## config.mk

```make
export PLATFORM = sky130hd
export DESIGN_NAME = execute_stage_flat
export DESIGN_NICKNAME = d
export VERILOG_FILES = /design/src/cpu_pkg.sv /design/src/pipe_if.sv /design/src/alu_unit.sv /design/src/execute_stage.sv /design/src/shift_unit.sv /design/src/flat_wrapper.sv
export SDC_FILE = /design/constraint.sdc
export NUM_CORES = 1
export LEC_CHECK = 0
export ABC_AREA = 1
export BUFFER_PORTS_ARGS = -buffer_cell sky130_fd_sc_hd__buf_2
export CORE_MARGIN = 2
export CORE_UTILIZATION = 30
export DETAILED_ROUTE_END_ITERATION = 12
export SYNTH_ARGS = -nofsm -noshare
export SYNTH_HDL_FRONTEND = slang
export SYNTH_HIERARCHICAL = 1
export SYNTH_SLANG_ARGS = --single-unit
export TNS_END_PERCENT = 100
```

## constraint.sdc

```tcl
create_clock -name clk -period 7.9 [get_ports clk]
set_input_delay 0.395 -clock clk [delete_from_list [all_inputs] [get_ports clk]]
set_output_delay 0.395 -clock clk [all_outputs]
set_load 0.03 [all_outputs]
```

## src/cpu_pkg.sv

```systemverilog
package cpu_pkg;

  // datapath, register index and opcode widths
  localparam int word_w   = 16;
  localparam int reg_id_w = 4;
  localparam int op_w     = 4;
  // shift amount spans one full word
  localparam int shamt_w  = $clog2(word_w);

  // default word-address widths of program and data memory
  localparam int imem_aw_default = 8;
  localparam int dmem_aw_default = 8;

  // register arithmetic and logic
  localparam logic [op_w-1:0] op_add = 4'b0000;
  localparam logic [op_w-1:0] op_sub = 4'b0001;
  localparam logic [op_w-1:0] op_xor = 4'b0010;
  localparam logic [op_w-1:0] op_and = 4'b0011;

  // immediate shifts
  localparam logic [op_w-1:0] op_sll = 4'b0100;
  localparam logic [op_w-1:0] op_sra = 4'b0101;
  localparam logic [op_w-1:0] op_ror = 4'b0110;

  // memory and byte loads
  localparam logic [op_w-1:0] op_lw  = 4'b1000;
  localparam logic [op_w-1:0] op_sw  = 4'b1001;
  localparam logic [op_w-1:0] op_llb = 4'b1010;
  localparam logic [op_w-1:0] op_lhb = 4'b1011;

  // pc save and halt, any code not listed is a no-op
  localparam logic [op_w-1:0] op_pcs = 4'b1110;
  localparam logic [op_w-1:0] op_hlt = 4'b1111;

  // register, shift and memory layout
  typedef struct packed {
    logic [op_w-1:0]     opcode;
    logic [reg_id_w-1:0] rd;
    logic [reg_id_w-1:0] rs;
    logic [reg_id_w-1:0] rt;
  } r_form_t;

  // byte-load layout with an 8-bit immediate
  typedef struct packed {
    logic [op_w-1:0]     opcode;
    logic [reg_id_w-1:0] rd;
    logic [7:0]          imm8;
  } i_form_t;

  // one instruction word, decoded through either layout
  typedef union packed {
    r_form_t r_form;
    i_form_t i_form;
  } instr_t;

endpackage

```

## src/pipe_if.sv

```systemverilog
// decode to execute bundle
interface ex_if;
  import cpu_pkg::*;

  logic                valid;
  logic [op_w-1:0]     opcode;
  logic [reg_id_w-1:0] rd;
  logic [reg_id_w-1:0] rs_id;
  logic [reg_id_w-1:0] rt_id;
  logic [word_w-1:0]   rs_data;
  logic [word_w-1:0]   rt_data;
  logic [word_w-1:0]   imm;
  logic [word_w-1:0]   pc_next;
  logic                reg_write;
  logic                mem_read;
  logic                mem_write;
  logic                use_imm;
  logic                is_shift;
  logic                is_byte_load;
  logic                is_pcs;
  logic                is_hlt;

  modport source (
    output valid, opcode, rd, rs_id, rt_id, rs_data, rt_data, imm, pc_next,
    output reg_write, mem_read, mem_write, use_imm, is_shift, is_byte_load,
    output is_pcs, is_hlt
  );
  modport sink (
    input valid, opcode, rd, rs_id, rt_id, rs_data, rt_data, imm, pc_next,
    input reg_write, mem_read, mem_write, use_imm, is_shift, is_byte_load,
    input is_pcs, is_hlt
  );
endinterface

// execute to memory bundle
interface mem_if;
  import cpu_pkg::*;

  logic                valid;
  // alu result, or the address for lw and sw
  logic [word_w-1:0]   result;
  logic [word_w-1:0]   store_data;
  logic [reg_id_w-1:0] rd;
  logic [reg_id_w-1:0] rt_id;
  logic                reg_write;
  logic                mem_read;
  logic                mem_write;
  logic                is_hlt;

  modport source (
    output valid, result, store_data, rd, rt_id, reg_write, mem_read, mem_write, is_hlt
  );
  modport sink (
    input valid, result, store_data, rd, rt_id, reg_write, mem_read, mem_write, is_hlt
  );
endinterface

// writeback bundle, fans out to regfile and forwarding
interface wb_if;
  import cpu_pkg::*;

  logic                we;
  logic [reg_id_w-1:0] rd;
  logic [word_w-1:0]   data;
  logic                hlt;

  modport source (output we, rd, data, hlt);
  modport sink (input we, rd, data, hlt);
endinterface

```

## src/alu_unit.sv

```systemverilog
module alu_unit (
  input  logic [cpu_pkg::op_w-1:0]   opcode,
  input  logic [cpu_pkg::word_w-1:0] a,
  input  logic [cpu_pkg::word_w-1:0] b,
  output logic [cpu_pkg::word_w-1:0] result
);
  import cpu_pkg::*;

  logic [word_w-1:0] sum;
  logic [word_w-1:0] diff;

  // both wrap modulo 2^16
  assign sum  = a + b;
  assign diff = a - b;

  always_comb begin
    case (opcode)
      op_sub: begin
        result = diff;
      end
      op_xor: begin
        result = a ^ b;
      end
      op_and: begin
        result = a & b;
      end
      // a is the old destination, b holds imm8 in its low byte
      op_llb: begin
        result = {a[word_w-1:8], b[7:0]};
      end
      op_lhb: begin
        result = {b[7:0], a[7:0]};
      end
      // add, and the base plus offset of lw and sw
      default: begin
        result = sum;
      end
    endcase
  end

endmodule

```

## src/execute_stage.sv

```systemverilog
module execute_stage (
  input logic  clk,
  input logic  reset,
  ex_if.sink   ex,
  mem_if.source mem,
  wb_if.sink   wb
);
  import cpu_pkg::*;

  logic                ex_fwd_we;
  logic [reg_id_w-1:0] ex_fwd_rd;
  logic [word_w-1:0]   ex_fwd_data;
  logic [word_w-1:0]   rs_val;
  logic [word_w-1:0]   rt_val;
  logic [word_w-1:0]   alu_b;
  logic [word_w-1:0]   alu_result;
  logic [word_w-1:0]   shift_result;
  logic [word_w-1:0]   result;

  // the instruction one ahead, now in the memory stage
  // a load there only has its address, so it is skipped
  assign ex_fwd_we   = mem.valid && mem.reg_write && !mem.mem_read;
  assign ex_fwd_rd   = mem.rd;
  assign ex_fwd_data = mem.result;

  // newest producer wins, memory stage before writeback
  function automatic logic [word_w-1:0] fwd_sel(input logic [reg_id_w-1:0] id,
                                                 input logic [word_w-1:0]   rf_val);
    logic [word_w-1:0] val;
    val = rf_val;
    if (wb.we && (wb.rd == id)) begin
      val = wb.data;
    end
    if (ex_fwd_we && (ex_fwd_rd == id)) begin
      val = ex_fwd_data;
    end
    return val;
  endfunction

  always_comb begin
    rs_val = fwd_sel(ex.rs_id, ex.rs_data);
    rt_val = fwd_sel(ex.rt_id, ex.rt_data);
  end

  // memory offset or byte-load immediate replaces rt
  assign alu_b = (ex.use_imm || ex.is_byte_load) ? ex.imm : rt_val;

  alu_unit u_alu (
    .opcode(ex.opcode),
    .a     (rs_val),
    .b     (alu_b),
    .result(alu_result)
  );

  // amount is the raw rt field carried in imm
  shift_unit u_shift (
    .opcode(ex.opcode),
    .a     (rs_val),
    .amount(ex.imm[shamt_w-1:0]),
    .result(shift_result)
  );

  assign result = ex.is_pcs   ? ex.pc_next :
                  ex.is_shift ? shift_result :
                                alu_result;

  always_ff @(posedge clk) begin
    if (reset) begin
      mem.valid     <= 1'b0;
      mem.reg_write <= 1'b0;
      mem.mem_read  <= 1'b0;
      mem.mem_write <= 1'b0;
      mem.is_hlt    <= 1'b0;
    end else begin
      mem.valid     <= ex.valid;
      mem.reg_write <= ex.reg_write;
      mem.mem_read  <= ex.mem_read;
      mem.mem_write <= ex.mem_write;
      mem.is_hlt    <= ex.is_hlt;
    end
  end

  // execute/memory payload
  always_ff @(posedge clk) begin
    mem.result     <= result;
    mem.store_data <= rt_val;
    mem.rd         <= ex.rd;
    mem.rt_id      <= ex.rt_id;
  end

endmodule

```

## src/shift_unit.sv

```systemverilog
module shift_unit (
  input  logic [cpu_pkg::op_w-1:0]    opcode,
  input  logic [cpu_pkg::word_w-1:0]  a,
  input  logic [cpu_pkg::shamt_w-1:0] amount,
  output logic [cpu_pkg::word_w-1:0]  result
);
  import cpu_pkg::*;

  logic [2*word_w-1:0] ror_wide;

  // rotate as a shift of the word doubled
  assign ror_wide = {a, a} >> amount;

  always_comb begin
    case (opcode)
      op_sll: begin
        result = a << amount;
      end
      op_sra: begin
        // sign bit fills from the left
        result = $signed(a) >>> amount;
      end
      op_ror: begin
        result = ror_wide[word_w-1:0];
      end
      default: begin
        result = a;
      end
    endcase
  end

endmodule

```

## src/flat_wrapper.sv

```systemverilog
// flat-port wrapper written by rule: the top's interface ports become plain ports
module execute_stage_flat import cpu_pkg::*;
  (clk, reset, ex_valid, ex_opcode, ex_rd, ex_rs_id, ex_rt_id, ex_rs_data, ex_rt_data, ex_imm, ex_pc_next, ex_reg_write, ex_mem_read, ex_mem_write, ex_use_imm, ex_is_shift, ex_is_byte_load, ex_is_pcs, ex_is_hlt, mem_valid, mem_result, mem_store_data, mem_rd, mem_rt_id, mem_reg_write, mem_mem_read, mem_mem_write, mem_is_hlt, wb_we, wb_rd, wb_data, wb_hlt);
  ex_if ex_i ();
  mem_if mem_i ();
  wb_if wb_i ();
  input logic clk;
  input logic reset;
  input wire logic [$bits(ex_i.valid)-1:0] ex_valid;
  input wire logic [$bits(ex_i.opcode)-1:0] ex_opcode;
  input wire logic [$bits(ex_i.rd)-1:0] ex_rd;
  input wire logic [$bits(ex_i.rs_id)-1:0] ex_rs_id;
  input wire logic [$bits(ex_i.rt_id)-1:0] ex_rt_id;
  input wire logic [$bits(ex_i.rs_data)-1:0] ex_rs_data;
  input wire logic [$bits(ex_i.rt_data)-1:0] ex_rt_data;
  input wire logic [$bits(ex_i.imm)-1:0] ex_imm;
  input wire logic [$bits(ex_i.pc_next)-1:0] ex_pc_next;
  input wire logic [$bits(ex_i.reg_write)-1:0] ex_reg_write;
  input wire logic [$bits(ex_i.mem_read)-1:0] ex_mem_read;
  input wire logic [$bits(ex_i.mem_write)-1:0] ex_mem_write;
  input wire logic [$bits(ex_i.use_imm)-1:0] ex_use_imm;
  input wire logic [$bits(ex_i.is_shift)-1:0] ex_is_shift;
  input wire logic [$bits(ex_i.is_byte_load)-1:0] ex_is_byte_load;
  input wire logic [$bits(ex_i.is_pcs)-1:0] ex_is_pcs;
  input wire logic [$bits(ex_i.is_hlt)-1:0] ex_is_hlt;
  output wire logic [$bits(mem_i.valid)-1:0] mem_valid;
  output wire logic [$bits(mem_i.result)-1:0] mem_result;
  output wire logic [$bits(mem_i.store_data)-1:0] mem_store_data;
  output wire logic [$bits(mem_i.rd)-1:0] mem_rd;
  output wire logic [$bits(mem_i.rt_id)-1:0] mem_rt_id;
  output wire logic [$bits(mem_i.reg_write)-1:0] mem_reg_write;
  output wire logic [$bits(mem_i.mem_read)-1:0] mem_mem_read;
  output wire logic [$bits(mem_i.mem_write)-1:0] mem_mem_write;
  output wire logic [$bits(mem_i.is_hlt)-1:0] mem_is_hlt;
  input wire logic [$bits(wb_i.we)-1:0] wb_we;
  input wire logic [$bits(wb_i.rd)-1:0] wb_rd;
  input wire logic [$bits(wb_i.data)-1:0] wb_data;
  input wire logic [$bits(wb_i.hlt)-1:0] wb_hlt;
  assign ex_i.valid = ex_valid;
  assign ex_i.opcode = ex_opcode;
  assign ex_i.rd = ex_rd;
  assign ex_i.rs_id = ex_rs_id;
  assign ex_i.rt_id = ex_rt_id;
  assign ex_i.rs_data = ex_rs_data;
  assign ex_i.rt_data = ex_rt_data;
  assign ex_i.imm = ex_imm;
  assign ex_i.pc_next = ex_pc_next;
  assign ex_i.reg_write = ex_reg_write;
  assign ex_i.mem_read = ex_mem_read;
  assign ex_i.mem_write = ex_mem_write;
  assign ex_i.use_imm = ex_use_imm;
  assign ex_i.is_shift = ex_is_shift;
  assign ex_i.is_byte_load = ex_is_byte_load;
  assign ex_i.is_pcs = ex_is_pcs;
  assign ex_i.is_hlt = ex_is_hlt;
  assign mem_valid = mem_i.valid;
  assign mem_result = mem_i.result;
  assign mem_store_data = mem_i.store_data;
  assign mem_rd = mem_i.rd;
  assign mem_rt_id = mem_i.rt_id;
  assign mem_reg_write = mem_i.reg_write;
  assign mem_mem_read = mem_i.mem_read;
  assign mem_mem_write = mem_i.mem_write;
  assign mem_is_hlt = mem_i.is_hlt;
  assign wb_i.we = wb_we;
  assign wb_i.rd = wb_rd;
  assign wb_i.data = wb_data;
  assign wb_i.hlt = wb_hlt;
  execute_stage u_core (.clk(clk), .reset(reset), .ex(ex_i), .mem(mem_i), .wb(wb_i));
endmodule
```

# Yosys cells after proc, flatten, opt, wreduce, memory -nomap -nowiden
# Index checks and enable logic that the tools add are counted.
[totals]
register_bits = 45
out_inout_bits = 45
word_cells = 45
[classes]
add_sub_neg = 2
eq_ne = 12
shifts = 3
mux = 9
n_bitwise = 2
reduce_logical = 8
[ops]
columns = ["op", "n"]
rows = [
  ["$mux W16", 7],
  ["$pmux W16 S5", 1],
  ["$pmux W16 S3", 1],
  ["$shr A32 B4 Y16", 1],
  ["$add A16 B16 Y16", 1],
  ["$and A16 B16 Y16", 1],
  ["$eq A4 B4 Y1", 4],
  ["$shl A16 B4 Y16", 1],
  ["$sshr A16 B4 Y16", 1],
  ["$sub A16 B16 Y16", 1],
  ["$xor A16 B16 Y16", 1],
  ["$eq A4 B3 Y1 const B", 3],
  ["$eq A4 B2 Y1 const B", 2],
  ["$eq A4 B4 Y1 const B", 2],
  ["$logic_and A1 B1 Y1", 6],
  ["$eq A4 B1 Y1 const B", 1],
  ["$logic_not A1 Y1", 1],
  ["$logic_or A1 B1 Y1", 1],
]

# Longest topological paths before layout
# Gate-level depths: netlist of the first run.
[logic_depth]
word_depth = 9
depth_mapped = 33
mapped_depth_nobuf = 33

# By module
# The synthesis of the first run kept the hierarchy.
[modules_own_cells]
columns = ["mod", "n_inst", "cells_each", "area_per_inst_um2", "seq_area_each_um2"]
rows = [
  ["execute_stage", 1, 438, 2763.9, 900.9],
  ["alu_unit", 1, 344, 1946.9, 0.0],
  ["shift_unit", 1, 395, 1809.2, 0.0],
]

# Worst setup path after synthesis of the first run
# Ideal clock, no wire load.
[synth_path]
path_type = "register to register"
startpoint = "register u_core.mem.rd[0]"
endpoint = "register u_core.mem.result[13]"
arrival_ns = 3.387
required_ns = 7.830
setup_slack_ns = 4.443
path_stages_with_launch = 31
period_less_slack_ns = 3.457
cell_sequence = "dfxtp_1 > xor2_1 > nor2_1 > nand3_2 > inv_2 > nand2_1 > nand3_1 > nand2_1 > inv_1 > ha_1 > inv_1 > nor3_2 > nand3_1 > nor2_2 > nand2_2 > nand2_2 > xor2_1 > inv_1 > ha_1 > nand2_1 > inv_1 > nand3_1 > nor3_1 > nand2_1 > nand2_1 > nand2_1 > nand2_1 > nand2_1 > nand2_1 > nand2_1 > a21oi_1"
[synth_via]
elab_chain_cells = 8
word_cells_on_any_way = 18
classes_between = "2 x add/sub; 2 x eq/ne; 3 x shift; 7 x mux; 2 x bitwise; 2 x reduce/logical"
[synth_lines]
columns = ["element", "line", "source"]
rows = [
  ["start, declared", "pipe_if.sv:51", "output valid, result, store_data, rd, rt_id, reg_write, mem_read, mem_write, is_hlt"],
  ["$eq A4 B4 Y1 *", "execute_stage.sv:34", "if (ex_fwd_we && (ex_fwd_rd == id)) begin"],
  ["$logic_and A1 B1 Y1 *", "execute_stage.sv:34", ""],
  ["$mux W16 *", "execute_stage.sv:34", ""],
  ["$mux W16 *", "execute_stage.sv:46", "assign alu_b = (ex.use_imm || ex.is_byte_load) ? ex.imm : rt_val;"],
  ["net u_core.alu_b[0]", "execute_stage.sv:15", "logic [word_w-1:0] alu_b;"],
  ["$add A16 B16 Y16 / $sub A16 B16 Y16 (equally long branches)", "alu_unit.sv:13, alu_unit.sv:14", ""],
  ["$pmux W16 S5 *", "alu_unit.sv:17", "case (opcode)"],
  ["net u_core.alu_result[13]", "execute_stage.sv:16", "logic [word_w-1:0] alu_result;"],
  ["$mux W16 *", "execute_stage.sv:64", "ex.is_shift ? shift_result :"],
  ["$mux W16 *", "execute_stage.sv:63", "assign result = ex.is_pcs ? ex.pc_next :"],
  ["net u_core.result[13]", "execute_stage.sv:18", "logic [word_w-1:0] result;"],
  ["end, declared", "pipe_if.sv:51", ""],
]
# The timed path passes the listed nets; every way through them passes the cells marked *.
# A chain may end at the register's enable or synchronous reset.

# Final worst setup path of the first run
[layout_path]
startpoint = "register u_core.mem.mem_read"
endpoint = "register u_core.mem.result[15]"
[layout_via]
elab_chain_cells = 9
word_cells_on_any_way = 18
classes_between = "2 x add/sub; 3 x shift; 7 x mux; 2 x bitwise; 4 x reduce/logical"
[layout_lines]
columns = ["element", "line", "source"]
rows = [
  ["start, declared", "pipe_if.sv:51", ""],
  ["$logic_not A1 Y1 *", "execute_stage.sv:22", "assign ex_fwd_we = mem.valid && mem.reg_write && !mem.mem_read;"],
  ["$logic_and A1 B1 Y1 *", "execute_stage.sv:22", ""],
  ["$logic_and A1 B1 Y1 *", "execute_stage.sv:34", ""],
  ["$mux W16 *", "execute_stage.sv:34", ""],
  ["$mux W16 *", "execute_stage.sv:46", ""],
  ["net u_core.alu_b[0]", "execute_stage.sv:15", ""],
  ["$add A16 B16 Y16 / $sub A16 B16 Y16 (equally long branches)", "alu_unit.sv:13, alu_unit.sv:14", ""],
  ["$pmux W16 S5 *", "alu_unit.sv:17", ""],
  ["net u_core.alu_result[15]", "execute_stage.sv:16", ""],
  ["$mux W16 *", "execute_stage.sv:64", ""],
  ["$mux W16 *", "execute_stage.sv:63", ""],
  ["net u_core.result[15]", "execute_stage.sv:18", ""],
]
# Marked as above.

==> results.json, run 1 <==
{
  "clock_path_buffers": 2,
  "cts-root-buf": "clkbuf_16",
  "syn_inst": 1177,
  "synth_xor_area_share_pct": 3.09,
  "grt_pass1_vias": 7605,
  "worst_slew_pin_slew_ns": 1.04,
  "overflow": 0,
  "finalCritPeriodShare_pct": 57.5,
  "ys_seq_area_share_pct": 13.8,
  "avgSynthCellArea_sq_um": 5.54,
  "setup_tns_ns": 0,
  "syn-num-nets": 1323,
  "rows": 53,
  "dp_hpwl_mm": 20.8,
  "dieArea_sq_mm": 0.0229,
  "ff2ff_setup_slack_ns": 3.36,
  "seqPwrFrac_pct": 24.7,
  "fmax_ghz": 0.220,
  "drt-initial-drc-count": 830,
  "synth_area_sq_mm": 0.00652,
  "p_leak_nw": 4.23,
  "drive_gt1_share_pct": 17.2,
  "synth_ff_type": "dfxtp_1",
  "wl_mm": 26.7,
  "fin_skew_ns": 0.0118,
  "synth_cell_types": 47,
  "yosys.area.top_type": "nand2_1",
  "htree_levels": 2,
  "via_per_inst": 5.27,
  "finalSetupViolations": 0,
  "power.share.clock_pct": 23.6,
  "min_period_ns": 4.54,
  "globalplace.congestion": 0.943,
  "fin_util_pct": 36.1,
  "cts_resized": 0,
  "clkSinkCount": 45,
  "holdPathStages": 1,
  "worstHoldPathType": "in -> reg",
  "postRouteAntennaNets": 0,
  "vdd.ir_drop.worst_mv": 0.0738,
  "nets": 1450,
  "synth-edff-count": 0,
  "internal-power_mw": 0.574,
  "r2r-end": "u_core/mem.result[15]",
  "p_per_area_mw_per_mm2": 138,
  "io_buffers": 156,
  "rsz0062_at_grt": "no",
  "end_kind": "flop",
  "area_delta_synth_final_pct": 17.2,
  "synthMuxAreaShare_pct": 0,
  "p_comb_share_pct": 51.7,
  "critPathKind": "reg -> reg",
  "slowest_stage": "inv_2",
  "drc": 0,
  "post_cts_buffers": 0,
  "start_util_pct": 30.8,
  "drv_slew": 0,
  "tritoncts": "done",
  "dr.pass1.iters": 5,
  "synth-simple-area-share_pct": 52.6,
  "antenna_found_initial": 1,
  "holdBufCountCts": 0,
  "finalHoldViolations": 0,
  "clk_pin_slew_ns": 0.07,
  "synth.area.top_cells": "nand2_1, nand3_1, dfxtp_1, inv_1, ha_1",
  "fp.dieW_um": 151,
  "grt_pass1_wl_mm": 40.5,
  "dieHeight_um": 151,
  "swShare_pct": 45.5,
  "yosys_warnings": 6,
  "grt_max_degree": 35,
  "cap_violations": 0,
  "cp.required_ns": 8.12,
  "synth_compound_area_share_pct": 12.4,
  "hold_start": "ex_rd[2]",
  "cp.arrival_ns": 4.76,
  "reg2reg_from": "u_core/mem.mem_read",
  "synth_commonest_cells": "nand2_1, nand3_1, inv_1",
  "async_reset_ff_share_pct": 0,
  "core_sq_mm": 0.0212,
  "slowest_delay_ns": 0.40,
  "numCtsBuffers": 5,
  "crit_fanout": 17,
  "post_drt_wl_per_cell_um": 16.9,
  "synth_top_area_share_pct": 23.3,
  "status": "finished clean",
  "crit_top_cell": "nand2_1",
  "synthAdderAreaFrac_pct": 6.45,
  "clk_latency_ns": 0.30,
  "slew_headroom_pct": 30.3,
  "reg2regPathDepth": 29,
  "vias": 8341,
  "synth_top_family_by_area": "simple AND/OR/NAND/NOR gates",
  "power.switching_mw": 0.478,
  "ioPinCount": 158,
  "min_to": "u_core/mem.rd[2]",
  "critPathLaunchType": "flop",
  "ys_ff_latch": 45,
  "yosysMostFrequentCell": "nand2_1",
  "track_usage_pct": 22.6
}
## state kept, by name, summed over array words and instances (netlist names)
name                   cells
u_core/mem.mem_read        1
u_core/mem.rd              4
u_core/mem.store_data     16
u_core/mem.valid           1
u_core/mem.rt_id           4
u_core/mem.reg_write       1
u_core/mem.mem_write       1
u_core/mem.result         16
u_core/mem.is_hlt          1
## worst max-delay path, delay by kind of cell (launching register included)
family | cells | cell delay [ns]
and+or+nand+nor | 19 | 2.25
buffers and inverters | 4 | 0.68
AOI/OAI and AO/OA | 3 | 0.53
adders and majority gates | 2 | 0.52
DFF | 1 | 0.32
xor gates and xnor gates | 1 | 0.16
## power groups by stage
stage / Clock, mW / Sequential (mW) / Combinational [mW]
6_report: 0.249 / 0.259 / 0.544
3_5_place_dp: 0 / 0.265 / 0.531
5_1_grt: 0.261 / 0.261 / 0.603
3_3_place_gp: 0 / 0.264 / 0.528
4_1_cts: 0.252 / 0.260 / 0.533
2_1_floorplan: 0 / 0.303 / 0.331
## worst max path at each step
stage,startpoint,endpoint,slack (ns),cells past startpoint
floorplan,u_core/mem.rd[0],u_core/mem.result[13],4.44,30
global placement,ex_rt_id[0],u_core/mem.result[15],3.31,31
detailed placement,ex_rt_id[0],u_core/mem.result[15],3.27,30
CTS,u_core/mem.mem_read,u_core/mem.result[15],3.40,29
global route,u_core/mem.mem_read,u_core/mem.result[15],2.88,29
finish,u_core/mem.mem_read,u_core/mem.result[15],3.36,29
## layout make-up
cell class / count / area, sq um
Antenna cell: 2 / 5.00
Clock inverter: 3 / 50.0
Fill cell: 2406 / 13500
Inverter: 131 / 497
Timing Repair Buffer: 167 / 863
Sequential cell: 45 / 901
Clock buffer: 5 / 125
Tap cell: 275 / 344
Multi-Input combinational cell: 954 / 4860
## metal layers
metal | vias up | wire (um) | GRT usage (%)
li1 | 4114 | - | -
met1 | 3773 | 11300 | 29.7
met2 | 401 | 12000 | 37.6
met3 | 53 | 2400 | 2.83
met4 | 0 | 924 | 8.41
met5 | - | 0 | 0
## cell usage in the layout, fill, tap and decap left out, drive strengths merged, types with 3 or more instances in the layout
cell type / Yosys / layout
a21oi: 61 / 61
o21ai: 51 / 51
nand3: 188 / 188
ha: 32 / 32
nand2: 423 / 423
xor2: 18 / 18
buf: 32 / 167
and2: 24 / 24
o211ai: 3 / 3
nand4: 37 / 37
a221oi: 13 / 13
nor2: 76 / 76
clkbuf: 15 / 5
dfxtp: 45 / 45
inv: 130 / 131
nor3: 9 / 9
xnor2: 5 / 5
## logic make-up after synthesis
group,count (synthesis)
AND/OR/NAND/NOR,760
flip-flops,45
XOR/XNOR,23
adder cells (fa/ha/maj),33
buffers and inverters,178
AO/OA/AOI/OAI,138
## per-stage QoR
stage               cell area [sq um]  setup slack (ns)  instances  hold slack [ns]  total power [mW]
floorplan                        6520              4.44       1177            0.423             0.634
global placement                 7460              3.31       1572            0.501             0.792
detailed placement               7460              3.27       1572            0.499             0.795
CTS                              7640              3.40       1580            0.200              1.05
global route                     7640              2.88       1580            0.199              1.13
finish                           7640              3.36       1582            0.207              1.05
(Power assumes the default switching activity.)
==> run 2, diff against run 1 <==
- ABC_AREA: 1 -> 0
- clock period: 7.9 -> 4 ns (I/O delays scaled with it)
==> results.json, run 2 <==
{
  "p_per_area_mw_per_mm2": 251,
  "instances_no_fill": 1304,
  "slowest_stage": "or4_4",
  "syn_inst": 773,
  "min_period_ns": 4.22,
  "violations": "negative setup slack",
  "dp_cells": 1270,
  "seqPwrFrac_pct": 23.9,
  "cp_top_family": "simple AND/OR/NAND/NOR gates",
  "critPathLaunchType": "flop",
  "synth-edff-count": 0,
  "drv_slew": 0,
  "slowest_delay_ns": 0.53,
  "top_regs": "u_core/mem.result: 16 flops, u_core/mem.store_data: 16 flops",
  "drive_gt1_share_pct": 42.7,
  "dr.pass1.iters": 5,
  "rsz0062_at_grt": "yes",
  "synth_cell_types": 84,
  "dieHeight_um": 150,
  "start_util_pct": 30.4,
  "async_reset_ff_share_pct": 0,
  "critPathKind": "reg -> reg",
  "vdd.ir_drop.worst_mv": 0.143,
  "status": "complete, but fails checks",
  "post_drt_wl_per_cell_um": 20.9,
  "synth_area_sq_mm": 0.00635,
  "slew_headroom_pct": 47.4,
  "wl_mm": 27.3,
  "yosys_warnings": 6,
  "synth_commonest_cells": "mux2i_1, nand2_1, nor2_1",
  "drc": 0,
  "finalCritPeriodShare_pct": 106,
  "end_kind": "flop",
  "post-place-ws_ns": -0.257,
  "fillers": 2059,
  "grt_max_degree": 52,
  "layout.cells.most_common_list": "buf_2, buf_4, mux2i_1, nand2_1, nor2_1",
  "postRouteAntennaNets": 0,
  "antenna_found_initial": 0,
  "power.switching_mw": 0.953,
  "power.share.clock_pct": 17.7,
  "clock_path_buffers": 2,
  "via_per_inst": 5.68,
  "cp_cell_sequence": "nand3b_1, nor3_4, buf_4, a31oi_4, buf_6, buf_4, a211oi_2, nor4_2, nor4b_4, buf_4, buf_4, a21oi_2, xnor2_2, ha_4, a21oi_4, nand2_1, or4_4, o21ai_2, xnor2_1, o21ai_1, mux2i_1, o21ai_1",
  "fp.dieW_um": 150,
  "nets": 1176,
  "tritoncts": "done",
  "track_usage_pct": 23.3,
  "crit_top_cell": "buf_4",
  "worst_slew_pin_slew_ns": 0.786,
  "internal-power_mw": 1.31,
  "min_to": "u_core/mem.rd[3]",
  "hold_start": "ex_rd[3]",
  "finalSetupViolations": 5,
  "ff2ff_setup_slack_ns": -0.22,
  "dieArea_sq_mm": 0.0224,
  "diodes": 0,
  "clk_pin_slew_ns": 0.07,
  "holdPathStages": 1,
  "p_leak_nw": 4.00,
  "crit_fanout": 5,
  "clk_latency_ns": 0.29,
  "htree_levels": 2,
  "rows": 53,
  "grt_pass1_wl_mm": 40.7,
  "numCtsBuffers": 5,
  "whs_ns": 0.0106,
  "ys_seq_area_share_pct": 14.2,
  "io_buffers": 156,
  "synth.area.top_cells": "dfxtp_1, mux2i_1, mux4_2, ha_1, nand2_1",
  "p_comb_share_pct": 58.4,
  "dp_hpwl_mm": 20.6,
  "synth_top_area_share_pct": 14.2,
  "cap_violations": 0,
  "crit_buf_inv": 5,
  "r2r-end": "u_core/mem.result[15]",
  "clkSinkCount": 45,
  "avgSynthCellArea_sq_um": 8.22,
  "swShare_pct": 42.1,
  "syn-num-nets": 919,
  "finalHoldViolations": 0,
  "vias": 7404,
  "cp.required_ns": 4.16,
  "overflow": 0,
  "synth_ff_type": "dfxtp_1",
  "ioPinCount": 158,
  "fmax_ghz": 0.237,
  "reg2reg_from": "u_core/mem.mem_read",
  "core_sq_mm": 0.0209,
  "globalplace.congestion": 0.951,
  "cp.arrival_ns": 4.38,
  "area_delta_synth_final_pct": 41.9,
  "reg2regPathDepth": 22,
  "stdcell_area_sq_mm": 0.00901,
  "fin_skew_ns": 0.00679,
  "grt_pass1_vias": 7080,
  "cts-root-buf": "clkbuf_16",
  "setup_ws_ns": -0.221,
  "worstHoldPathType": "in -> reg",
  "dpl_cell_area_sq_mm": 0.00825,
  "ys_ff_latch": 45,
  "drt-initial-drc-count": 673,
  "yosysMostFrequentCell": "mux2i_1",
  "yosys.area.top_type": "dfxtp_1",
  "final_common_cell": "buf_2"
}
## run 2: cell count changes after synthesis, sizes merged, moves of 22 or more
cell and change:
nand2 -346, nand3 -176, inv -118, mux2i +86, nand4 -35, mux4 +29
and2 -22
## run 2: layout make-up
type	instances	area [sq um]	share of cell area [%]
inverters	12	45.0	0.500
clock buffers	5	125	1.39
flip-flops and latches	45	907	10.1
multi-input cells	659	5530	61.4
repair buffers	307	2060	22.8
well taps	275	344	3.82
clock inverters	1	5.00	0.0555
## run 2: metal layers
layer,global-route usage [%],routed length (um),vias up
met3,2.80,2270,58
li1,-,-,3427
met5,0,0,-
met2,39.5,12900,385
met1,31.0,11400,3534
met4,7.00,785,0
## run 2: repair_timing
| item | in CTS | in global routing |
|---|---|---|
| setup endpoints to repair | 10 | 9 |
| pin swaps | 36 | 43 |
| hold buffers | 0 | 0 |
| gates resized for setup | 43 | 43 |
| setup buffers | 19 | 9 |
| endpoints found under the hold margin | 0 | 0 |
## run 2: power groups by stage
stage	Clock [mW]	Sequential [mW]	Combinational (mW)
global placement	0	0.543	1.19
CTS	0.408	0.537	1.23
finish	0.400	0.541	1.32
detailed placement	0	0.543	1.19
floorplan	0	0.616	0.654
global route	0.424	0.545	1.40
## run 2: cells by family (layout without fill, tap and decap cells)
logic type      Yosys count  after routing  share of synthesized area (%)
mux                     129            129                           26.6
xor+xnor                 42             42                           5.91
flops                    45             45                           14.2
buf+inv                  69            325                           5.51
simple gates            241            241                           19.2
fa+ha+maj                33             33                           6.62
compound gates          214            214                           22.0
## run 2: through the flow
step	util, %	setup TNS, ns	power (mW)
after global placement	39.5	-1.23	1.73
after global routing	43.2	-2.24	2.37
after floorplan	-	0	1.27
after detailed placement	39.5	-1.58	1.73
final	43.2	-0.574	2.26
after CTS	41.8	-0.302	2.18
## run 2: how the worst max path moves through the flow
stage	start	endpoint	slack [ns]	depth (start not counted)
final	u_core/mem.mem_read	u_core/mem.result[15]	-0.22	22
after global routing	u_core/mem.mem_read	u_core/mem.result[14]	-0.35	21
after CTS	u_core/mem.rd[0]	u_core/mem.result[15]	-0.11	20
after detailed placement	u_core/mem.mem_read	u_core/mem.result[13]	-0.26	21
after global placement	u_core/mem.mem_read	u_core/mem.result[10]	-0.21	19
after floorplan	u_core/mem.rd[1]	u_core/mem.result[15]	0.02	20
